==> src/source/rasterix_cfg.svh <==
`ifndef RASTERIX_CFG_SVH
`define RASTERIX_CFG_SVH

// Screen geometry
`define X_RESOLUTION 16
`define Y_RESOLUTION 16
`define FB_SIZE (`X_RESOLUTION * `Y_RESOLUTION)

// Stream word and pixel widths
`define CMD_STREAM_WIDTH 16
`define COLOR_WIDTH 16

// Payload words of one triangle
`define TRIANGLE_REG_COUNT 12

`endif

==> src/source/RasterixPkg.sv <==
`include "rasterix_cfg.svh"

package RasterixPkg;

    typedef logic [`CMD_STREAM_WIDTH - 1:0]        CmdWord;
    typedef logic [`COLOR_WIDTH - 1:0]             PixelColor;
    typedef logic [$clog2(`X_RESOLUTION) - 1:0]    ScreenCoord;
    typedef logic [$clog2(`FB_SIZE) - 1:0]         FbIndex;
    typedef logic signed [15:0]                    EdgeValue;
    typedef logic [3:0]                            RegIndex;

    typedef enum logic [3:0] {
        OpNop      = 4'd0,
        OpTriangle = 4'd1,
        OpClear    = 4'd2,
        OpRender   = 4'd3,
        OpCommit   = 4'd4
    } Opcode;

    typedef enum logic [2:0] {
        PsIdle,
        PsLoadTriangle,
        PsLoadClear,
        PsWaitRaster,
        PsWaitBuffer,
        PsSkip
    } ParserState;

    typedef enum logic {
        RsIdle,
        RsScan
    } RasterState;

    typedef enum logic [1:0] {
        FbIdle,
        FbClear,
        FbStream
    } FbState;

    // Triangle descriptor slot order
    localparam RegIndex SlotBbStart = 4'd0;
    localparam RegIndex SlotBbEnd   = 4'd1;
    localparam RegIndex SlotW0      = 4'd2;
    localparam RegIndex SlotW1      = 4'd3;
    localparam RegIndex SlotW2      = 4'd4;
    localparam RegIndex SlotW0IncX  = 4'd5;
    localparam RegIndex SlotW1IncX  = 4'd6;
    localparam RegIndex SlotW2IncX  = 4'd7;
    localparam RegIndex SlotW0IncY  = 4'd8;
    localparam RegIndex SlotW1IncY  = 4'd9;
    localparam RegIndex SlotW2IncY  = 4'd10;
    localparam RegIndex SlotColor   = 4'd11;

endpackage

==> src/source/FrameBuffer.sv <==
`timescale 1ns/100ps
`include "rasterix_cfg.svh"

module FrameBuffer (
    input  logic                   aclk,
    input  logic                   rstN,
    input  logic                   fragWrite,
    input  RasterixPkg::FbIndex    fragIndex,
    input  RasterixPkg::PixelColor fragColor,
    input  logic                   apply,
    output logic                   applied,
    input  logic                   cmdMemset,
    input  logic                   cmdCommit,
    input  RasterixPkg::PixelColor clearColor,
    output logic                   fbValid,
    input  logic                   fbReady,
    output logic                   fbLast,
    output RasterixPkg::PixelColor fbData
);
    import RasterixPkg::*;

    PixelColor mem [`FB_SIZE];
    FbState    state;
    FbIndex    addr;
    logic      addrWrapped;
    logic      lastAddr;
    logic      slotFree;
    logic      loadBeat;

    assign applied  = (state == FbIdle);
    assign lastAddr = (addr == FbIndex'(`FB_SIZE - 1));
    // Output register may take a new pixel
    assign slotFree = !fbValid || fbReady;
    assign loadBeat = (state == FbStream) && slotFree && !addrWrapped;

    ////////////////////////////////////////////////////////////
    // Color memory
    ////////////////////////////////////////////////////////////
    always_ff @(posedge aclk) begin
        if (state == FbClear) begin
            mem[addr] <= clearColor;
        end else if (fragWrite) begin
            mem[fragIndex] <= fragColor;
        end
        if (loadBeat) begin
            fbData <= mem[addr];
        end
    end

    ////////////////////////////////////////////////////////////
    // Clear and commit sequencing
    ////////////////////////////////////////////////////////////
    always_ff @(posedge aclk or negedge rstN) begin
        if (!rstN) begin
            state       <= FbIdle;
            addr        <= '0;
            addrWrapped <= 1'b0;
            fbValid     <= 1'b0;
            fbLast      <= 1'b0;
        end else begin
            case (state)
                FbIdle: begin
                    addr        <= '0;
                    addrWrapped <= 1'b0;
                    if (apply && cmdMemset) begin
                        state <= FbClear;
                    end else if (apply && cmdCommit) begin
                        state <= FbStream;
                    end
                end
                FbClear: begin
                    addr <= addr + 1'b1;
                    if (lastAddr) begin
                        state <= FbIdle;
                    end
                end
                FbStream: if (slotFree) begin
                    if (!addrWrapped) begin
                        fbValid     <= 1'b1;
                        fbLast      <= lastAddr;
                        addr        <= addr + 1'b1;
                        addrWrapped <= lastAddr;
                    end else begin
                        // Last beat taken
                        fbValid <= 1'b0;
                        fbLast  <= 1'b0;
                        state   <= FbIdle;
                    end
                end
                default: state <= FbIdle;
            endcase
        end
    end

endmodule

==> config.mk <==
export PLATFORM = sky130hd
export DESIGN_NAME = FrameBuffer
export DESIGN_NICKNAME = d
export VERILOG_FILES = /design/src/source/RasterixPkg.sv /design/src/source/FrameBuffer.sv
export VERILOG_INCLUDE_DIRS = /design/src /design/src/source
export SDC_FILE = /design/constraint.sdc
export NUM_CORES = 2
export LEC_CHECK = 0
export BUFFER_PORTS_ARGS = -buffer_cell sky130_fd_sc_hd__buf_2
export CORE_MARGIN = 2
export CORE_UTILIZATION = 45
export CTS_CLUSTER_SIZE = 30
export DETAILED_ROUTE_END_ITERATION = 10
export PLACE_DENSITY = 0.57
export SLEW_MARGIN = 20
export SYNTH_ARGS = -nofsm -noshare
export SYNTH_HDL_FRONTEND = slang
export SYNTH_SLANG_ARGS = --single-unit
==> constraint.sdc <==
create_clock -name aclk -period 15 [get_ports aclk]
set_input_delay 3 -clock aclk [delete_from_list [all_inputs] [get_ports aclk]]
set_output_delay 3 -clock aclk [all_outputs]
set_load 0.02 [all_outputs]
Yosys cells after proc, flatten, opt, wreduce, memory -nomap -nowiden
Memory sizes are Yosys's and may differ from the RTL's. A register that Yosys moved wholly into a read port is not among the register bits.
Cells that the tools add are included.
{"block": "op_classes", "n_addsub": 1, "n_eq_ne": 8, "reduce_logical": 15, "mux": 22}
{"cell": "$mux 8", "n": 3}
{"cell": "$pmux 8 s3", "n": 1}
{"cell": "$mux 16", "n": 1}
{"cell": "$reduce_or 16->1", "n": 1}
{"cell": "$mux 1", "n": 10}
{"cell": "$mux 2", "n": 5}
{"cell": "$add 8x1->8 const B", "n": 1}
{"cell": "$eq 8x8->1 const B", "n": 1}
{"cell": "$ne 2x2->1 const B", "n": 4}
{"cell": "$pmux 2 s3", "n": 1}
{"cell": "$logic_and 1x1->1", "n": 4}
{"cell": "$reduce_and 2->1", "n": 2}
{"cell": "$reduce_and 4->1", "n": 1}
{"cell": "$ne 3x1->1 const B", "n": 1}
{"cell": "$reduce_and 3->1", "n": 1}
{"cell": "$reduce_bool 3->1", "n": 1}
{"cell": "$eq 2x1->1 const B", "n": 1}
{"cell": "$eq 2x2->1 const B", "n": 1}
{"cell": "$logic_not 1->1", "n": 2}
{"cell": "$logic_not 2->1", "n": 1}
{"cell": "$pmux 1 s2", "n": 1}
{"cell": "$reduce_bool 2->1", "n": 1}
{"cell": "$logic_or 1x1->1", "n": 1}
{"block": "word_totals", "ram_bits": 4096, "memories": 1, "wordCells": 52, "in_bits": 47, "ff_bits": 13, "out_inout_bits": 19}
{"name": "mem", "words": 256, "word_bits": 16, "rd": 1, "rd_clocked_by_memory_dff": 1, "write_ports": 1, "line_no": "FrameBuffer.sv:22", "text": "PixelColor mem [`FB_SIZE];"}

Longest topological paths before layout
{"block": "depth", "ltp_word": 5, "ltp_mapped": 13}

Worst setup path after synthesis
OpenSTA, ideal clock, no wires.
{"block": "synth_timing", "path_kind": "input-to-reg", "from": "input port fragWrite", "to": "memory mem[0][10] (netlist name) (data pin)", "path_slack_ns": 7.282, "t_arrival_ns": 6.895, "stages": 5, "path_buffers": 2, "path_cell_list": "nor2b_1 > clkbuf_1 > clkbuf_1 > nand2_1 > nand2_1"}
{"block": "synth_between", "elab_chain_cells": 5}
{"element": "start: declaration", "line_no": "FrameBuffer.sv:7", "text": "input logic fragWrite,"}
{"element": "$mux 1", "line_no": "FrameBuffer.sv:42", "text": "end else if (fragWrite) begin"}
{"element": "$mux 1", "line_no": "FrameBuffer.sv:40", "text": "if (state == FbClear) begin"}
{"element": "$mux 1 (not written as such)", "line_no": "FrameBuffer.sv:43", "text": "mem[fragIndex] <= fragColor;"}
{"element": "$reduce_or 16->1 (no line)"}
{"element": "$mux 16 (no line)"}
{"element": "end: declaration", "line_no": "FrameBuffer.sv:22"}
Every way passes these cells.

Worst setup path after layout
{"block": "layout_timing", "from": "input port fragWrite", "to": "memory mem[34][13] (netlist name) (data pin)"}
The elaborated chain is that of the path after synthesis.

==> impl_results.md <==
* Final wirelength at 476.6 mm
* Post-CTS sizing at 0
* Buf/Inv on CP at 5
* Setup Skew at 0.06174 ns
* H-tree levels at 5
* Internal at 21.20 mW
* Crit path cell chain: buf_2 > nor2b_4 > buf_4 > nand2_1 > nand2_8 > buf_4 > buf_4 > buf_4
* Most used DFF post-synth: edfxtp_1
* Core area at between 300000 and 400000 um^2
* Reg2Reg Depth at 9
* Total gr overflow at 0
* Register share of total power at 46.3%
* Worst slew margin at 1.543%
* Die X at 598.6 um
* Seq/Total Area, Yosys at slightly below 80%
* Yosys warnings at 0
* Pwr Total at 29.21 mW
* Total global-route track usage at 26.43%
* Post-synth ARST share at less than 1%
* CP Capture Point: mem[34][13]
* Worst R2R End: fbData[6]
* Worst-Margin Slew at 1.477 ns
* Layout cells sized above 1 at 27.01%
* Gpl congestion at 0.9234
* Final worst path period share at between 40% and 50%
* First-pass GRT wire length at 649.9 mm
* IO Pins at 66
* Logic pwr share at between 10% and 20%
* Post-synth EDFFs at around 4100
* Largest net degree at the start of global routing at 158
* Number of library cell types mapped by synthesis at 78
* Die ar. at 358400 um^2
* Maximum clock path buffer count at 4
* Syn-to-layout area delta at 12.65%
* Filler cells at 27882
* Max cap viols at 0
* Post-synth net total at 7282
* Setup slack, reg-to-reg at 8.68 ns
* CP most frequent cell: buf_4
* Max VDD drop at between 0.15 and 0.2 mV
* Fmax at 0.1581 GHz
* CP Depth at 8
* Delay-heaviest family, CP: buffers and inverters
* Fin nets at 7624
* Clock power frac at 35.1%
* Post-synth top area cell: edfxtp_1
* Post-Synthesis Cells at between 7000 and 8000
* CTS clk-pin slew, worst paths at around 0.060 ns
* CP required at 15.61 ns
* Final setup TNS at 0 ns
* DR DRC count at 0
* Final setup viols at 0
* Most frequent cells in the layout: 4112 x edfxtp_1, 920 x mux4_2, 421 x clkbuf_16
* Initial antenna violation count at 31
* Worst r2r src: addr[0]
* Cts hold-fix bufs at 0
* DP HPWL at 290.3 mm
* Synth top area share at 77.60%
* Crit Path Max Fanout at 75
* CP arrival at 6.94 ns
* DR pass1 iterations at 7
* Vias per std cell at 6.319
* Kind of critical path: in -> reg
* TritonCTS Buffers at approximately 420
* Flops & latches, synth at 4125
* Post-synthesis cell area at 159100 um^2
* Initial Util at a little under half
* Tmin final at between 6 and 7 ns
* Max-slew violation count at 0
* Commonest non-fill, non-tap cell in the layout: edfxtp_1
* Critical-path cell with the highest stage delay: buf_4
* Critical path startpoint category: input port
* Clk root buf: clkbuf_16
* Sw Share at 27.41%
* Final Hold Vio Count at 0
* Via count at 79976
* Port bufs at 65
* DR WL/cell at roughly 38 um
* Number of global-route vias before repair at between 70000 and 80000
* Outcome: finished clean
* CTS tree: built
* Initial DRC Count at approximately 12000
* Synth Area per Inst at 22.01 um^2
* Critical path origin: fragWrite
* Unrepaired setup endpoints after global routing: false
* Setup bufs post-CTS at 0
* Hold Crit Class: reg -> reg
* Synth area leaders: edfxtp_1 78%, mux4_2 13%, mux2i_1 2.0%, a22oi_1 0.79%, nor2_1 0.70%
* Worst path max stage delay at 0.76 ns
* P_leak at 54.67 nW
* CTS sink count at 4125
* Clk_lat worst skew at 1.00 ns
* PwrDens at 163.0 nW/um^2
* Switch Pwr at 8.005 mW
* Die Ht at 598.6 um
* Antenna viol nets, final at 0
* # rows at around 220
* Crit. End Element: flop
## layer usage
metal  vias up  GRT usage, %  part of all wire, %  wire length [um]
li1      31396             -                    -                 -
met5         -             0                0.027               127
met2      4238         39.99                   46            217700
met1     43501         37.56                   40            191600
met4        18         10.14                  4.4             20990
met3       823         6.062                  9.7             46190
## cell usage after synthesis (all sizes together) (10+ instances only)
| cell | count |
|---|---|
| a211oi | 37 |
| a21oi | 127 |
| a221oi | 79 |
| a22o | 34 |
| a22oi | 168 |
| a31oi | 19 |
| buf | 253 |
| clkbuf | 172 |
| dfrtp | 13 |
| edfxtp | 4112 |
| inv | 12 |
| mux2 | 17 |
| mux2i | 324 |
| mux4 | 928 |
| nand2 | 193 |
| nand2b | 11 |
| nand3 | 54 |
| nand3b | 13 |
| nor2 | 295 |
| nor2b | 11 |
| nor3 | 18 |
| o211ai | 10 |
| o21ai | 111 |
| o221ai | 51 |
| o22ai | 34 |
| o31ai | 12 |
| or3 | 10 |
## registers in the layout, summed over array words and instances (netlist names)
signal,flops
addrWrapped,1
fbLast,1
fbValid,1
addr,8
state,2
fbData,16
mem,4096
## through the flow
step / hold WS, ns / util (%) / instance area (um^2) / setup WS [ns] / std cells
finish: 0.5533 / 50.86 / 179200 / 8.673 / 12657
global route: 0.5662 / 50.85 / 179200 / 8.460 / 12644
CTS: 0.5348 / 50.83 / 179100 / 8.388 / 12639
detailed placement: 0.5205 / 47.06 / 165800 / 7.336 / 11885
global placement: 0.4946 / 47.02 / 165700 / 7.453 / 11882
floorplan: 0.4853 / - / 159100 / 7.282 / 7230
## worst register-to-register path, stage by stage (launching register included)
cell       delay [ns]
dfrtp_4          0.92
buf_4            0.77
buf_4            0.75
buf_4            0.83
mux4_2           0.64
a22oi_1          0.31
a21oi_1          0.37
a2111oi_0        0.71
a311o_1          0.59
o211ai_1         0.16
## cell type report
type	count	area (um^2)	share of cell area, %
multi-input cells	2665	33430	18.65
clock buffers	507	10920	6.091
clock inverters	247	2390	1.333
repair buffers	351	2659	1.483
inverters	14	60.06	0.03351
diodes	18	45.04	0.02513
well taps	4730	5918	3.302
flip-flops and latches	4125	123800	69.08
## power by group through the flow
stage | clock network, mW | logic (mW) | registers, mW
final | 10.3 | 5.43 | 13.5
after global routing | 10.8 | 5.65 | 13.5
after CTS | 10.4 | 5.46 | 13.5
after detailed placement | 0 | 5.46 | 13.8
after global placement | 0 | 5.36 | 13.8
after floorplan | 0 | 3.48 | 13.9
## worst min-delay path by stage
stage | cells past startpoint | startpoint | to | slack, ns
after detailed placement | 2 | fbValid | fbValid | 0.52
after CTS | 2 | fbValid | fbValid | 0.53
after global placement | 1 | fbLast | fbLast | 0.49
after global routing | 2 | fbValid | fbValid | 0.57
final | 2 | fbValid | fbValid | 0.55
after floorplan | 1 | addrWrapped | fbValid | 0.49
## cell families (layout without fill, tap and decap cells)
family                   Yosys count  count (layout)  synth area share (%)
flip-flops                      4125            4125                 77.80
multiplexers                    1269            1269                 15.31
AO/OA/AOI/OAI                    754             754                 3.347
AND/OR/NAND/NOR                  637             637                 1.715
buffers and inverters            440            1119                 1.783
adder cells (fa/ha/maj)            5               5               0.03932
other                              0              18                     0
Note: power is estimated with default switching activity, not from simulation.
