**src/source/rasterix_cfg.svh**
```systemverilog
`ifndef RASTERIX_CFG_SVH
`define RASTERIX_CFG_SVH

// Screen geometry
`define X_RESOLUTION 16
`define Y_RESOLUTION 16
`define FB_SIZE (`X_RESOLUTION * `Y_RESOLUTION)

// Stream word and pixel widths
`define CMD_STREAM_WIDTH 16
`define COLOR_WIDTH 16

// Payload words of one triangle
`define TRIANGLE_REG_COUNT 12

`endif

```
**src/source/RasterixPkg.sv**
```systemverilog
`include "rasterix_cfg.svh"

package RasterixPkg;

    typedef logic [`CMD_STREAM_WIDTH - 1:0]        CmdWord;
    typedef logic [`COLOR_WIDTH - 1:0]             PixelColor;
    typedef logic [$clog2(`X_RESOLUTION) - 1:0]    ScreenCoord;
    typedef logic [$clog2(`FB_SIZE) - 1:0]         FbIndex;
    typedef logic signed [15:0]                    EdgeValue;
    typedef logic [3:0]                            RegIndex;

    typedef enum logic [3:0] {
        OpNop      = 4'd0,
        OpTriangle = 4'd1,
        OpClear    = 4'd2,
        OpRender   = 4'd3,
        OpCommit   = 4'd4
    } Opcode;

    typedef enum logic [2:0] {
        PsIdle,
        PsLoadTriangle,
        PsLoadClear,
        PsWaitRaster,
        PsWaitBuffer,
        PsSkip
    } ParserState;

    typedef enum logic {
        RsIdle,
        RsScan
    } RasterState;

    typedef enum logic [1:0] {
        FbIdle,
        FbClear,
        FbStream
    } FbState;

    // Triangle descriptor slot order
    localparam RegIndex SlotBbStart = 4'd0;
    localparam RegIndex SlotBbEnd   = 4'd1;
    localparam RegIndex SlotW0      = 4'd2;
    localparam RegIndex SlotW1      = 4'd3;
    localparam RegIndex SlotW2      = 4'd4;
    localparam RegIndex SlotW0IncX  = 4'd5;
    localparam RegIndex SlotW1IncX  = 4'd6;
    localparam RegIndex SlotW2IncX  = 4'd7;
    localparam RegIndex SlotW0IncY  = 4'd8;
    localparam RegIndex SlotW1IncY  = 4'd9;
    localparam RegIndex SlotW2IncY  = 4'd10;
    localparam RegIndex SlotColor   = 4'd11;

endpackage

```
**src/source/CommandParser.sv**
```systemverilog
`timescale 1ns/100ps
`include "rasterix_cfg.svh"

module CommandParser (
    input  logic                   aclk,
    input  logic                   rstN,
    input  logic                   cmdValid,
    output logic                   cmdReady,
    input  logic                   cmdLast,
    input  RasterixPkg::CmdWord    cmdData,
    input  logic                   rasterizerRunning,
    input  logic                   applied,
    output logic                   regStart,
    output logic                   regWrite,
    output RasterixPkg::CmdWord    regData,
    output logic                   startRendering,
    output logic                   apply,
    output logic                   cmdMemset,
    output logic                   cmdCommit,
    output RasterixPkg::PixelColor clearColor
);
    import RasterixPkg::*;

    ParserState state;
    RegIndex    wordsLeft;
    Opcode      opcode;
    logic       accept;

    assign opcode   = Opcode'(cmdData[`CMD_STREAM_WIDTH - 1 -: $bits(Opcode)]);
    assign cmdReady = (state != PsWaitRaster) && (state != PsWaitBuffer);
    assign accept   = cmdValid && cmdReady;

    // Strobes decoded from the word taken this cycle
    assign regStart       = accept && (state == PsIdle) && (opcode == OpTriangle);
    assign regWrite       = accept && (state == PsLoadTriangle);
    assign regData        = cmdData;
    assign startRendering = accept && (state == PsIdle) && (opcode == OpRender);
    assign cmdMemset      = accept && (state == PsLoadClear);
    assign cmdCommit      = accept && (state == PsIdle) && (opcode == OpCommit);
    assign apply          = cmdMemset || cmdCommit;

    always_ff @(posedge aclk) begin
        if (cmdMemset) begin
            clearColor <= PixelColor'(cmdData);
        end
    end

    always_ff @(posedge aclk or negedge rstN) begin
        if (!rstN) begin
            state     <= PsIdle;
            wordsLeft <= '0;
        end else begin
            case (state)
                PsIdle: if (accept) begin
                    case (opcode)
                        OpNop:      state <= PsIdle;
                        OpTriangle: begin
                            state     <= PsLoadTriangle;
                            wordsLeft <= RegIndex'(`TRIANGLE_REG_COUNT);
                        end
                        OpClear:    state <= PsLoadClear;
                        OpRender:   state <= PsWaitRaster;
                        OpCommit:   state <= PsWaitBuffer;
                        // Unknown opcode, drop words up to cmdLast
                        default:    if (!cmdLast) state <= PsSkip;
                    endcase
                end
                PsLoadTriangle: if (accept) begin
                    wordsLeft <= wordsLeft - 1'b1;
                    if (wordsLeft == RegIndex'(1)) begin
                        state <= PsIdle;
                    end
                end
                PsLoadClear:  if (accept) state <= PsIdle;
                PsWaitRaster: if (!rasterizerRunning) state <= PsIdle;
                PsWaitBuffer: if (applied) state <= PsIdle;
                PsSkip:       if (accept && cmdLast) state <= PsIdle;
                default:      state <= PsIdle;
            endcase
        end
    end

endmodule

```
**config.mk**
```make
export PLATFORM = sky130hd
export DESIGN_NAME = CommandParser
export DESIGN_NICKNAME = d
export VERILOG_FILES = /design/src/source/RasterixPkg.sv /design/src/source/CommandParser.sv
export VERILOG_INCLUDE_DIRS = /design/src /design/src/source
export SDC_FILE = /design/constraint.sdc
export NUM_CORES = 1
export LEC_CHECK = 0
export BUFFER_PORTS_ARGS = -buffer_cell sky130_fd_sc_hd__buf_4
export CORE_UTILIZATION = 46
export DETAILED_ROUTE_END_ITERATION = 12
export GPL_ROUTABILITY_DRIVEN = 0
export GPL_TIMING_DRIVEN = 0
export HOLD_SLACK_MARGIN = 0.05
export PLACE_DENSITY = 0.83
export SLEW_MARGIN = 25
export SYNTH_ARGS = -nofsm -noshare
export SYNTH_HDL_FRONTEND = slang
export SYNTH_SLANG_ARGS = --single-unit
```
**constraint.sdc**
```tcl
create_clock -name aclk -period 3.11 [get_ports aclk]
set_clock_uncertainty 0.05 [all_clocks]
set_input_delay 0.4665 -clock aclk [delete_from_list [all_inputs] [get_ports aclk]]
set_output_delay 0.4665 -clock aclk [all_outputs]
set_load 0.02 [all_outputs]
```
# == Yosys cells after proc, flatten, opt, wreduce, memory -nomap -nowiden ==
# Index checks and enable logic that the tools add are counted.
# totals
reg_bits,23
latch_bits,0
ram_bits,0
romBits,0
out_inout_bits,39
word_cells,54
memories,0
# op_classes
n_addsub,1
mul,0
div_mod_pow,0
n_lt_le_gt_ge,0
eq_ne,21
n_shift,0
mux,14
bitwise_logic,0
reduce_logical,15
# op_table
cell,count
3-bit two-way mux,8
3-bit one-hot mux with 6 select lines,1
3-bit one-hot mux with 5 select lines,1
"2-bit != test, second input constant",7
4-bit two-way mux,3
1-bit logical AND,9
"4-bit by 1-bit equality test with 1-bit output, second input constant",2
"4-bit by 2-bit equality test with 1-bit output, second input constant",2
4-bit one-hot mux with 2 select lines,1
8-bit AND reduction,1
"7-bit by 3-bit != test with 1-bit output, second input constant",1
"3-bit by 2-bit equality test with 1-bit output, second input constant",2
"3-bit equality test, second input constant",2
"4-bit by 3-bit equality test with 1-bit output, second input constant",1
4-bit logical NOT,1
4-bit AND reduction,1
"4-bit by 1-bit subtractor with 4-bit output, second input constant",1
"3-bit by 1-bit equality test with 1-bit output, second input constant",1
3-bit logical NOT,1
"3-bit by 2-bit != test with 1-bit output, second input constant",1
"3-bit != test, second input constant",1
"2-bit by 1-bit != test with 1-bit output, second input constant",1
2-bit nonzero test,1
1-bit logical OR,1

# == Depth between registers and ports, before layout ==
# logic_depth
word_depth,6
mapped_depth,6
ltp_nobuf,6

# == Least setup slack after synthesis ==
# No wires, ideal clock.
# synth_path
path_kind,register to output
startpoint,register state[0]
endpoint,output apply
arrival_ns,1.447
slack_ns,1.146
stages_incl_launch_ff,4
n_path_buf,0
path_cell_list,dfrtp_1 -> inv_1 -> and4_1 -> or2_2
# synth_via
elab_cells_between_ends,10
cone_classes,eq/ne: 3; reduce/logical: 7
# synth_lines
element,line_no,text
"start, declared",CommandParser.sv:24,ParserState state;
"start signal, assigned",CommandParser.sv:50,state <= PsIdle;
"start signal, assigned",CommandParser.sv:56,OpNop: state <= PsIdle;
"start signal, assigned",CommandParser.sv:58,state <= PsLoadTriangle;
3-bit by 2-bit != test with 1-bit output or 3-bit != test (tied branches),CommandParser.sv:30,assign cmdReady = (state != PsWaitRaster) && (state != PsWaitBuffer);
1-bit logical AND,CommandParser.sv:30,
1-bit logical AND,CommandParser.sv:31,assign accept = cmdValid && cmdReady;
1-bit logical AND (*),CommandParser.sv:38,assign cmdMemset = accept && (state == PsLoadClear);
named net cmdMemset,CommandParser.sv:18,"output logic cmdMemset,"
1-bit logical OR (*),CommandParser.sv:40,assign apply = cmdMemset || cmdCommit;
"end, declared",CommandParser.sv:17,"output logic apply,"
# The timed path passes the listed nets; every way through them passes the cells marked *.

# == Worst setup path in the final report ==
# layout_path
startpoint,register state[0]
endpoint,output apply
# layout_via
elab_chain_cells,6
elab_cells_between_ends,10
cone_classes,eq/ne: 3; reduce/logical: 7
# layout_lines
element,line_no,text
3-bit by 2-bit != test with 1-bit output or 3-bit != test (tied branches),CommandParser.sv:30,
1-bit logical AND,CommandParser.sv:30,
1-bit logical AND,CommandParser.sv:31,
1-bit logical AND (2 in a row),CommandParser.sv:39,assign cmdCommit = accept && (state == PsIdle) && (opcode == OpCommit);
1-bit logical OR (*),CommandParser.sv:40,
# Every way passes the cells marked *; elsewhere a longest branch is shown, timed or not.

==> summary.md <==
| Metric | Value |
|---|---|
| Status | `finished clean` |
| Crit start category | `flip-flop` |
| DP HPWL | `1.80 mm` |
| Global Route Usage Sum | `17.1%` |
| Via count | `862` |
| Fin nets | `178` |
| DIE WIDTH | `50.8 um` |
| WP data arrival | `1.95 ns` |
| Final Hold Viols | `0` |
| Crit end category | `output pin` |
| Die height | `50.8 um` |
| DRC violation total after the first TritonRoute iteration | `11` |
| PostCTS Resize Cnt | `0` |
| Fin area | `1620 um^2` |
| First-pass GRT wire length | `3.24 mm` |
| ANT cells | `0` |
| Post-CTS Setup Bufs | `0` |
| Area after DPL | `1580 um^2` |
| Initial antenna violation count | `0` |
| Register bit count reported by yosys | `23` |
| Row count | `17` |
| Hold path depth | `1` |
| Largest net degree at the start of global routing | `19` |
| DRT antenna net count | `0` |
| PwrDens | `544 nW/um^2` |
| Die area | `2580 um^2` |
| Worst path slowest cell | `and4_1` |
| Slew Limit Fails | `0` |
| Fmax | `0.406 GHz` |
| Total power | `879 uW` |
| Share of layout cells above drive strength 1 | `55.6%` |
| CTS H-tree depth | `1` |
| Top cell type's share of synthesized area | `43.9%` |
| Final setup fails | `0` |
| Max-Cap Viols | `0` |
| VDD IR-drop max | `456 uV` |
| Area leader, netlist | `edfxtp_1` |
| CP peak stage delay | `0.70 ns` |
| Synth area leaders | `edfxtp_1, dfrtp_1, buf_4, nand2_1, inv_1` |
| Post-cts hold buffer count | `1` |
| CTS root buf | `clkbuf_4` |
| Top Ports | `61` |
| Final Critical Period | `2.46 ns` |
| Final wirelength | `2.19 mm` |
| Mapped Cells | `88` |
| CP top delay family | `simple AND/OR/NAND/NOR gates` |
| Crit path cell chain | `inv_1 -> and4_1 -> or2_2 -> buf_4` |
| Max-slew headroom | `48.9%` |
| Drt drc | `0` |
| Vias in the first global route | `759` |
| Yosys Warn Count | `0` |
| PortBufs | `60` |
| Wire length per cell | `12.1 um` |
| Clock buffer depth | `2` |
| Clock Latency Late Sink | `0.30 ns` |
| Worst Path Max Fanout | `18` |
| Leak | `0.773 nW` |
| WP depth | `4` |
| Register area share after synthesis | `59.9%` |
| CTS Buf Count | `3` |
| Reg2Reg Depth | `4` |
| Tcrit/Tclk final | `79.2%` |
| Cell area after synthesis | `1090 um^2` |
| Worst-margin pin slew | `0.766 ns` |
| Post-Synthesis Net Count | `112` |
| TritonCTS clock tree | `yes` |
| Core area | `2230 um^2` |
| Critical Path RT | `2.59 ns` |
| Worst Hold Class | `primary input to flip-flop` |
| Min Hold Slack | `0.296 ns` |
| FILL cells | `152` |
| Effective utilization at floorplan | `49.0%` |
| Critical path class | `flip-flop to output pin` |
| Area growth syn-to-layout | `47.8%` |
| Vias per Instance | `4.76` |
| Pre-antenna DRT Iters | `4` |
| Final TNS setup | `0 ns` |
| Gr ovfl total | `0` |
| CP Buf/Inv Count | `2` |
| RSZ-0062 raised after global routing | `no` |
| Sink Count | `23` |
| Mapped Avg Cell Area | `12.4 um^2` |
| Clock slew at reported path FFs | `0.12 ns` |
| Unique masters post-synth | `30` |
==> area by class of cell <==
cell class / instances / area, um^2 / area share, %
tap: 28 / 35.0 / 2.17
clock buffer: 3 / 22.5 / 1.39
clock inverter: 1 / 5.00 / 0.309
multi-input combinational: 41 / 289 / 17.9
inverter: 8 / 30.0 / 1.86
timing repair buffer: 61 / 460 / 28.5
sequential: 23 / 656 / 40.5
buffer: 16 / 120 / 7.42
==> placed cells by master (no fill, tap or decap), types with 2 or more instances in the layout <==
master,n
buf_4,76
edfxtp_1,16
dfrtp_1,7
inv_1,7
nand2_1,8
o21ai_1,3
clkbuf_4,3
ha_1,2
and3_1,3
nor2_1,3
nor4_1,2
nor4b_1,2
==> final timing paths <==
| check | start | end | slack [ns] |
|---|---|---|---|
| max | state[0] | apply | 0.65 |
| min | cmdData[6] | clearColor[6] | 0.30 |
| max reg2reg | state[0] | state[1] | 1.41 |
| min reg2reg | wordsLeft[3] | wordsLeft[3] | 0.50 |
| max in group asynchronous | rstN | wordsLeft[2] | 2.44 |
| min in group asynchronous | rstN | state[1] | 0.45 |
==> report_power, final <==
part	total, mW	switching (mW)	internal, mW
clock	0.131	0.0833	0.0478
sequential	0.431	0.0505	0.381
combinational	0.317	0.168	0.150
==> state kept, by name (all words and copies together), names as in the netlist <==
register    cells
clearColor     16
state           3
wordsLeft       4
==> worst reg2reg max path, cell delays in order (launching register included) <==
cell and delay [ns]:
dfrtp_1 0.48, nor3_2 0.26, o21ai_1 0.15, o32ai_2 0.29
mux2_1 0.36
==> cell usage after synthesis <==
master     count
a2111o_1       1
a211o_1        1
a21oi_1        1
and3_1         3
and4_1         1
buf_4         16
dfrtp_1        7
edfxtp_1      16
ha_1           2
inv_1          7
inv_2          1
mux2_1         1
nand2_1        8
nand2b_1       1
nand4_1        1
nand4bb_1      1
nor2_1         3
nor3_2         1
nor4_1         2
nor4b_1        2
o21ai_0        1
o21ai_1        3
o221ai_1       1
o22ai_1        1
o2bb2ai_1      1
o32ai_2        1
or2_2          1
or4_4          1
xnor2_1        1
xor2_1         1
==> per-layer routing <==
layer | share of wire, % | vias to the layer above | wire length (um) | track usage, %
li1 | - | 432 | - | -
met1 | 41 | 380 | 903 | 20.6
met2 | 48 | 48 | 1040 | 29.8
met3 | 10 | 2 | 229 | 4.55
met4 | 0.46 | 0 | 10 | 5.09
met5 | 0 | - | 0 | 0
==> per-stage QoR <==
step	instances	worst slack [ns]	utilization [%]
4_1_cts	181	0.638	72.4
3_3_place_gp	176	0.978	70.8
3_5_place_dp	176	0.949	70.8
6_report	181	0.646	72.4
2_1_floorplan	88	1.15	-
5_1_grt	181	0.483	72.4
==> logic make-up (layout without fill, tap and decap cells) <==
family          count (synthesis)  count (layout)  share of synthesized area, %
xor+xnor                        2               2                          1.60
flops                          23              23                          59.9
fa+ha+maj                       2               2                          2.29
mux                             1               1                          1.03
simple gates                   25              25                          13.7
buf+inv                        24              89                          13.7
compound gates                 11              11                          7.77
(Power assumes the default switching activity.)
