--- config.mk ---
export PLATFORM = sky130hd
export DESIGN_NAME = Rasterizer
export DESIGN_NICKNAME = d
export VERILOG_FILES = /design/src/source/RasterixPkg.sv /design/src/source/Rasterizer.sv
export VERILOG_INCLUDE_DIRS = /design/src /design/src/source
export SDC_FILE = /design/constraint.sdc
export NUM_CORES = 1
export LEC_CHECK = 0
export BUFFER_PORTS_ARGS = -buffer_cell sky130_fd_sc_hd__buf_4
export CORE_MARGIN = 3
export CORE_UTILIZATION = 35
export CTS_CLUSTER_SIZE = 12
export DETAILED_ROUTE_END_ITERATION = 6
export PLACE_DENSITY_LB_ADDON = 0.05
export SYNTH_ARGS = -nofsm -noshare
export SYNTH_HDL_FRONTEND = slang
export SYNTH_SLANG_ARGS = --single-unit
--- constraint.sdc ---
create_clock -name aclk -period 6.7 [get_ports aclk]
set_input_delay 1.34 -clock aclk [delete_from_list [all_inputs] [get_ports aclk]]
set_output_delay 1.34 -clock aclk [all_outputs]
set_load 0.02 [all_outputs]
--- src/source/rasterix_cfg.svh ---
`ifndef RASTERIX_CFG_SVH
`define RASTERIX_CFG_SVH

// Screen geometry
`define X_RESOLUTION 16
`define Y_RESOLUTION 16
`define FB_SIZE (`X_RESOLUTION * `Y_RESOLUTION)

// Stream word and pixel widths
`define CMD_STREAM_WIDTH 16
`define COLOR_WIDTH 16

// Payload words of one triangle
`define TRIANGLE_REG_COUNT 12

`endif

--- src/source/RasterixPkg.sv ---
`include "rasterix_cfg.svh"

package RasterixPkg;

    typedef logic [`CMD_STREAM_WIDTH - 1:0]        CmdWord;
    typedef logic [`COLOR_WIDTH - 1:0]             PixelColor;
    typedef logic [$clog2(`X_RESOLUTION) - 1:0]    ScreenCoord;
    typedef logic [$clog2(`FB_SIZE) - 1:0]         FbIndex;
    typedef logic signed [15:0]                    EdgeValue;
    typedef logic [3:0]                            RegIndex;

    typedef enum logic [3:0] {
        OpNop      = 4'd0,
        OpTriangle = 4'd1,
        OpClear    = 4'd2,
        OpRender   = 4'd3,
        OpCommit   = 4'd4
    } Opcode;

    typedef enum logic [2:0] {
        PsIdle,
        PsLoadTriangle,
        PsLoadClear,
        PsWaitRaster,
        PsWaitBuffer,
        PsSkip
    } ParserState;

    typedef enum logic {
        RsIdle,
        RsScan
    } RasterState;

    typedef enum logic [1:0] {
        FbIdle,
        FbClear,
        FbStream
    } FbState;

    // Triangle descriptor slot order
    localparam RegIndex SlotBbStart = 4'd0;
    localparam RegIndex SlotBbEnd   = 4'd1;
    localparam RegIndex SlotW0      = 4'd2;
    localparam RegIndex SlotW1      = 4'd3;
    localparam RegIndex SlotW2      = 4'd4;
    localparam RegIndex SlotW0IncX  = 4'd5;
    localparam RegIndex SlotW1IncX  = 4'd6;
    localparam RegIndex SlotW2IncX  = 4'd7;
    localparam RegIndex SlotW0IncY  = 4'd8;
    localparam RegIndex SlotW1IncY  = 4'd9;
    localparam RegIndex SlotW2IncY  = 4'd10;
    localparam RegIndex SlotColor   = 4'd11;

endpackage

--- src/source/Rasterizer.sv ---
`timescale 1ns/100ps
`include "rasterix_cfg.svh"

module Rasterizer (
    input  logic                   aclk,
    input  logic                   rstN,
    input  logic                   startRendering,
    output logic                   rasterizerRunning,
    input  RasterixPkg::CmdWord    bbStart,
    input  RasterixPkg::CmdWord    bbEnd,
    input  RasterixPkg::EdgeValue  w0,
    input  RasterixPkg::EdgeValue  w1,
    input  RasterixPkg::EdgeValue  w2,
    input  RasterixPkg::EdgeValue  w0IncX,
    input  RasterixPkg::EdgeValue  w1IncX,
    input  RasterixPkg::EdgeValue  w2IncX,
    input  RasterixPkg::EdgeValue  w0IncY,
    input  RasterixPkg::EdgeValue  w1IncY,
    input  RasterixPkg::EdgeValue  w2IncY,
    input  RasterixPkg::PixelColor fillColor,
    output logic                   fragWrite,
    output RasterixPkg::FbIndex    fragIndex,
    output RasterixPkg::PixelColor fragColor
);
    import RasterixPkg::*;

    RasterState state;
    ScreenCoord x;
    ScreenCoord y;
    ScreenCoord startX;
    ScreenCoord startY;
    ScreenCoord endX;
    ScreenCoord endY;
    EdgeValue   e0;
    EdgeValue   e1;
    EdgeValue   e2;
    EdgeValue   row0;
    EdgeValue   row1;
    EdgeValue   row2;
    logic       rowDone;
    logic       boxDone;

    // Box corners, x in the low nibble and y at bit 8
    assign startX  = bbStart[0 +: $bits(ScreenCoord)];
    assign startY  = bbStart[8 +: $bits(ScreenCoord)];
    assign endX    = bbEnd[0 +: $bits(ScreenCoord)];
    assign endY    = bbEnd[8 +: $bits(ScreenCoord)];
    assign rowDone = (x == endX);
    assign boxDone = rowDone && (y == endY);

    assign rasterizerRunning = (state == RsScan);
    assign fragWrite = rasterizerRunning && (e0 >= 0) && (e1 >= 0) && (e2 >= 0);
    assign fragIndex = FbIndex'(y * `X_RESOLUTION + x);
    assign fragColor = fillColor;

    always_ff @(posedge aclk or negedge rstN) begin
        if (!rstN) begin
            state <= RsIdle;
        end else if ((state == RsIdle) && startRendering) begin
            state <= RsScan;
        end else if ((state == RsScan) && boxDone) begin
            state <= RsIdle;
        end
    end

    ////////////////////////////////////////////////////////////
    // Position and edge walk
    ////////////////////////////////////////////////////////////
    always_ff @(posedge aclk) begin
        if (state == RsIdle) begin
            if (startRendering) begin
                x    <= startX;
                y    <= startY;
                e0   <= w0;
                e1   <= w1;
                e2   <= w2;
                row0 <= w0;
                row1 <= w1;
                row2 <= w2;
            end
        end else if (rowDone) begin
            // Next row restarts from the row-start values
            x    <= startX;
            y    <= y + 1'b1;
            row0 <= row0 + w0IncY;
            row1 <= row1 + w1IncY;
            row2 <= row2 + w2IncY;
            e0   <= row0 + w0IncY;
            e1   <= row1 + w1IncY;
            e2   <= row2 + w2IncY;
        end else begin
            x  <= x + 1'b1;
            e0 <= e0 + w0IncX;
            e1 <= e1 + w1IncX;
            e2 <= e2 + w2IncX;
        end
    end

endmodule

# [Yosys cells after proc, flatten, opt, wreduce, memory -nomap -nowiden]
# Index checks and enable logic that the tools add are counted.
[word_totals] ff_bits=105 word_cells=57
[op_classes] addsub=9 order_cmp=3 eq_ne=3 mux=23 bitwise_logic=1 n_reduce_logical=9
[op_table] op="$mux W16" count=15
[op_table] op="$add A16 B16 Y16" count=6
[op_table] op="$ge A16 B1 Y1 const B" count=3
[op_table] op="$mux W4" count=6
[op_table] op="$add A4 B1 Y4 const B" count=2
[op_table] op="$add A8 B4 Y8" count=1
[op_table] op="$eq A4 B4 Y1" count=2
[op_table] op="$logic_and A1 B1 Y1" count=6
[op_table] op="$reduce_bool A2 Y1" count=2
[op_table] op="$mux W1" count=2
[op_table] op="$ne A2 B1 Y1 const B" count=1
[op_table] op="$reduce_and A2 Y1" count=1
[op_table] op="$not A1 Y1" count=1

# [Depth between registers and ports, before layout]
[logic_depth] depth_word=5 mapped_depth=9 mapped_depth_nobuf=9

# [Least setup slack after synthesis]
# Ideal clock, no wire load.
[synth_path] path_kind="in2reg" startpoint="in bbEnd[0]" endpoint="reg row0[0] (enable)" setup_ns=0.462 t_arrival_ns=4.507 t_required_ns=6.238 setup_slack_ns=1.731 stages=6 path_buffers=2 cell_sequence="xnor2_1 > and4_1 > clkbuf_1 > nor2_1 > clkbuf_1 > nor2_1"
[synth_between] elab_chain_len=3
[synth_lines] item="start: declaration" line_no="Rasterizer.sv:10" text="input RasterixPkg::CmdWord bbEnd,"
[synth_lines] item="$eq A4 B4 Y1" line_no="Rasterizer.sv:48" text="assign rowDone = (x == endX);"
[synth_lines] item="$ne A2 B1 Y1 (no line)"
[synth_lines] item="$reduce_and A2 Y1 (no line)"
[synth_lines] item="end signal: assignment" line_no="Rasterizer.sv:77" text="row0 <= w0;"
[synth_lines] item="end signal: assignment" line_no="Rasterizer.sv:85" text="row0 <= row0 + w0IncY;"
[synth_lines] item="end: declaration" line_no="Rasterizer.sv:37" text="EdgeValue row0;"
# Every way passes these cells.
# A chain may end at the register's enable or synchronous reset.

# [Worst setup path in the final report]
[layout_path] startpoint="in w1IncY[0]" endpoint="reg e1[10] (data pin)"
[layout_between] elab_chain_len=3
[layout_lines] item="start: declaration" line_no="Rasterizer.sv:18" text="input RasterixPkg::EdgeValue w1IncY,"
[layout_lines] item="$add A16 B16 Y16" line_no="Rasterizer.sv:89" text="e1 <= row1 + w1IncY;"
[layout_lines] item="$mux W16" line_no="Rasterizer.sv:81" text="end else if (rowDone) begin"
[layout_lines] item="$mux W16" line_no="Rasterizer.sv:70" text="if (state == RsIdle) begin"
[layout_lines] item="end signal: assignment" line_no="Rasterizer.sv:75" text="e1 <= w1;"
[layout_lines] item="end signal: assignment" line_no="Rasterizer.sv:89"
[layout_lines] item="end signal: assignment" line_no="Rasterizer.sv:94" text="e1 <= e1 + w1IncX;"
[layout_lines] item="end: declaration" line_no="Rasterizer.sv:35" text="EdgeValue e1;"
# Every way passes these cells.

==> metrics.md <==
| Metric | Value |
|---|---|
| Status | completed |
| Post-synth EDFFs | 104 |
| Die Y | 166 µm |
| Synth top cells by count | edfxtp_1 (104), ha_1 (92), nor2_1 (83), a21oi_1 (76), nand2_1 (72) |
| Clk_lat worst skew | approximately 0.35 ns |
| Skew final | between 0.01 and 0.015 ns |
| # resized after CTS | 0 |
| Area grow syn2layout | 20.8% |
| Critical path's slowest cell | a311oi_1 |
| Grt ovf | 0 |
| FFs w/ async S/R, synth | 0.952% |
| Post-CTS Hold Buffers | 0 |
| Max FO, Critical Path | 3 |
| Routed length per placed instance | roughly 18 µm |
| Worst setup margin | roughly 2.8 ns |
| Reg-to-reg startpoint | row1[0]$_DFFE_PP_ |
| Initial antenna violation count | 1 |
| Core area | about 25,000 µm² |
| Largest net degree at the start of global routing | 87 |
| Post-synthesis cell count | 915 |
| Worst rel slew slack | approximately 37% |
| Most frequent cell after synthesis | edfxtp_1 |
| Pleak | around 4.6 nW |
| CP cell instances | buf_4 -> ha_1 -> fa_1 -> a21o_1 -> a311oi_1 -> a21oi_1 -> nor2_1 -> o21ai_0 -> xnor2_1 -> a221o_1 |
| Class of the worst hold path | flip-flop to flip-flop |
| Largest area contributor in the netlist | edfxtp_1 |
| Vias | 7,450 |
| Worst-Margin Slew | 0.948 ns |
| DR vias/cell | around 5.4 |
| Net count, final | between 1,000 and 1,500 |
| MaxCap Viol Count | 0 |
| Required time of the critical path | around 6.8 ns |
| Setup TNS | 0 ns |
| Placed cell count | roughly 1,400 |
| Fin. max-slew vios | 0 |
| Clock Sinks | around 110 |
| Drt pass-1 iters | 5 |
| Post-route clock period utilization | 57.7% |
| FF+latch count, synth | 105 |
| Worst path max stage delay | around 0.57 ns |
| CTS tree | done |
| Die W | between 150 and 200 µm |
| CTS buffer count | 9 |
| Io pins | about 220 |
| Post-route DRC | 0 |
| Hold path start | row0[0]$_DFFE_PP_ |
| Antenna Violating Nets Remaining | 0 |
| First-pass GRT wire length | about 40,000 µm |
| Postcts setup bufs | 0 |
| Pwr dens | about 400 nW/µm² |
| Layout cells sized above 1 | 22.3% |
| Syn Std Cell Area | approximately 8900 µm² |
| Tot GR Track Use | 17.7% |
| Vias in the first global route | roughly 7,500 |
| Layout Cells excl Fill | 1,392 |
| Top cell type's share of synthesized area | 35.0% |
| Final GP Congestion | between 0.8 and 0.9 |
| Initial core utilization | between 30% and 40% |
| Sequential fraction of the synthesis area | about a third |
| Yosys cell types | 62 |
| Post-Syn Nets | 1,208 |
| Ys flop type | edfxtp_1 |
| CTS Buffer Depth | 2 |
| Die Area | roughly 27,000 µm² |
| Critical Path AT | between 3 and 4 ns |
| Total power | ~4.4 mW |
| IO buf count | between 150 and 200 |
| Clock Tree Root | clkbuf_16 |
| Setup CP Type | input port to flip-flop |
| Initial drt markers | about 340 |
| Count of final hold-check violations | 0 |
| Hpwl dp | 18,900 µm |
| Tmin final | roughly 3.9 ns |
| R2R cell count | 9 |
| Final Util | 43.7% |
| Clock Pin Slew Worst Setup and Hold Paths | 0.07 ns |
| FILL cells | around 2,500 |
| Highest achievable clock rate | 259 MHz |
| Peak VDD IR | approximately 0.15 mV |
| Setup Viol. Count Final | 0 |
| Worst Setup End Kind | flip-flop |
| Startpoint Class | input port |
| RSZ-0062 raised after global routing | no |
| H-tree level count | 3 |
| Post-Route WL | 24,800 µm |
| Dpl ws | roughly 2.5 ns |
| Hold depth | 2 |
| Synth area leaders | edfxtp_1 (35%), ha_1 (13%), xnor2_1 (5.4%), a21oi_1 (4.3%), mux2_2 (3.8%) |
| Crit. Startpoint | w1IncY[0] |
| Yosys Warn Count | 0 |
| Avg Cell Area, Syn | 9.76 µm² |
| Ant diodes | 0 |
| FP Rows | 57 |
[path summary, 6_finish.rpt]
check                                                 to  slack [ns]
max reg2reg                             e1[10]$_DFFE_PP_        3.56
min reg2reg                            row0[0]$_DFFE_PP_        0.69
min in group asynchronous  rasterizerRunning$_DFFE_PN0P_        0.75
min                                    row0[0]$_DFFE_PP_        0.69
max in group asynchronous  rasterizerRunning$_DFFE_PN0P_        5.86
max                                     e1[10]$_DFFE_PP_        2.83
[cells in the final DEF, fill, tap and decap left out, types with 6 or more instances in the layout]
| cell | count |
|---|---|
| buf_4 | 179 |
| edfxtp_1 | 104 |
| ha_1 | 92 |
| nor2_1 | 82 |
| a21oi_1 | 76 |
| nand2_1 | 72 |
| xnor2_1 | 55 |
| o21ai_0 | 55 |
| a21o_1 | 32 |
| mux2_2 | 30 |
| xor2_1 | 30 |
| o21a_1 | 20 |
| a211oi_1 | 19 |
| a31oi_1 | 19 |
| inv_1 | 15 |
| nor2b_1 | 12 |
| o21bai_1 | 12 |
| nand3_1 | 11 |
| nand4_1 | 10 |
| nor3_1 | 10 |
| mux2i_1 | 10 |
| clkbuf_16 | 9 |
| and3_1 | 8 |
| o31ai_1 | 8 |
| o221ai_1 | 8 |
| nand2b_1 | 6 |
| fa_1 | 6 |
[power by group]
| group | switching [mW] | leakage, nW | internal (mW) | total [mW] |
|---|---|---|---|---|
| registers | 0.103 | 1.03 | 1.15 | 1.25 |
| logic | 1.34 | 3.38 | 1.20 | 2.55 |
| clock network | 0.259 | 0.149 | 0.327 | 0.586 |
| total | 1.71 | 4.56 | 2.68 | 4.38 |
[logic make-up (layout without fill, tap and decap cells)]
kind of cell | Yosys count | after routing | synth area share, %
xor gates and xnor gates | 85 | 85 | 8.34
adders and majority gates | 98 | 98 | 14.2
DFF | 105 | 105 | 35.3
and+or+nand+nor | 228 | 228 | 11.5
muxes | 41 | 41 | 5.07
AOI/OAI and AO/OA | 301 | 301 | 22.6
buffers and inverters | 57 | 210 | 3.07
[per-stage QoR]
| step | hold slack [ns] | cell area (µm²) |
|---|---|---|
| 4_1_cts | 0.695 | 10800 |
| 3_3_place_gp | 0.680 | 10500 |
| 3_5_place_dp | 0.676 | 10500 |
| 2_1_floorplan | 0.659 | 8930 |
| 6_report | 0.689 | 10800 |
| 5_1_grt | 0.729 | 10800 |
[metal layers]
layer  GRT usage (%)  up-vias  share of wire [%]
met2            30.2      178                 47
met4            2.89        2               0.71
met1            23.2     3492                 46
li1                -     3765                  -
met3            4.50       13                6.0
met5               0        -              0.080
[state kept, by name, summed over array words and instances, names as in the netlist]
name / cells
e0: 16
e1: 16
e2: 16
rasterizerRunning: 1
row0: 16
row1: 16
row2: 16
x: 4
y: 4
[final cells by class]
type | instances | area (µm²) | share of cell area, %
clock buffers | 10 | 229 | 2.12
inverters | 16 | 60.1 | 0.557
well taps | 324 | 405 | 3.76
multi-input cells | 753 | 5510 | 51.1
clock inverters | 5 | 81.3 | 0.754
repair buffers | 179 | 1340 | 12.5
flip-flops and latches | 105 | 3150 | 29.2
[critical path: cells and delay by family]
kind | cells | cell delay (ns)
buffers and inverters | 1 | 0.11
AOI/OAI and AO/OA | 5 | 1.51
xor gates and xnor gates | 1 | 0.17
and+or+nand+nor | 1 | 0.19
adders and majority gates | 2 | 0.65
Note: power is estimated with default switching activity, not from simulation.
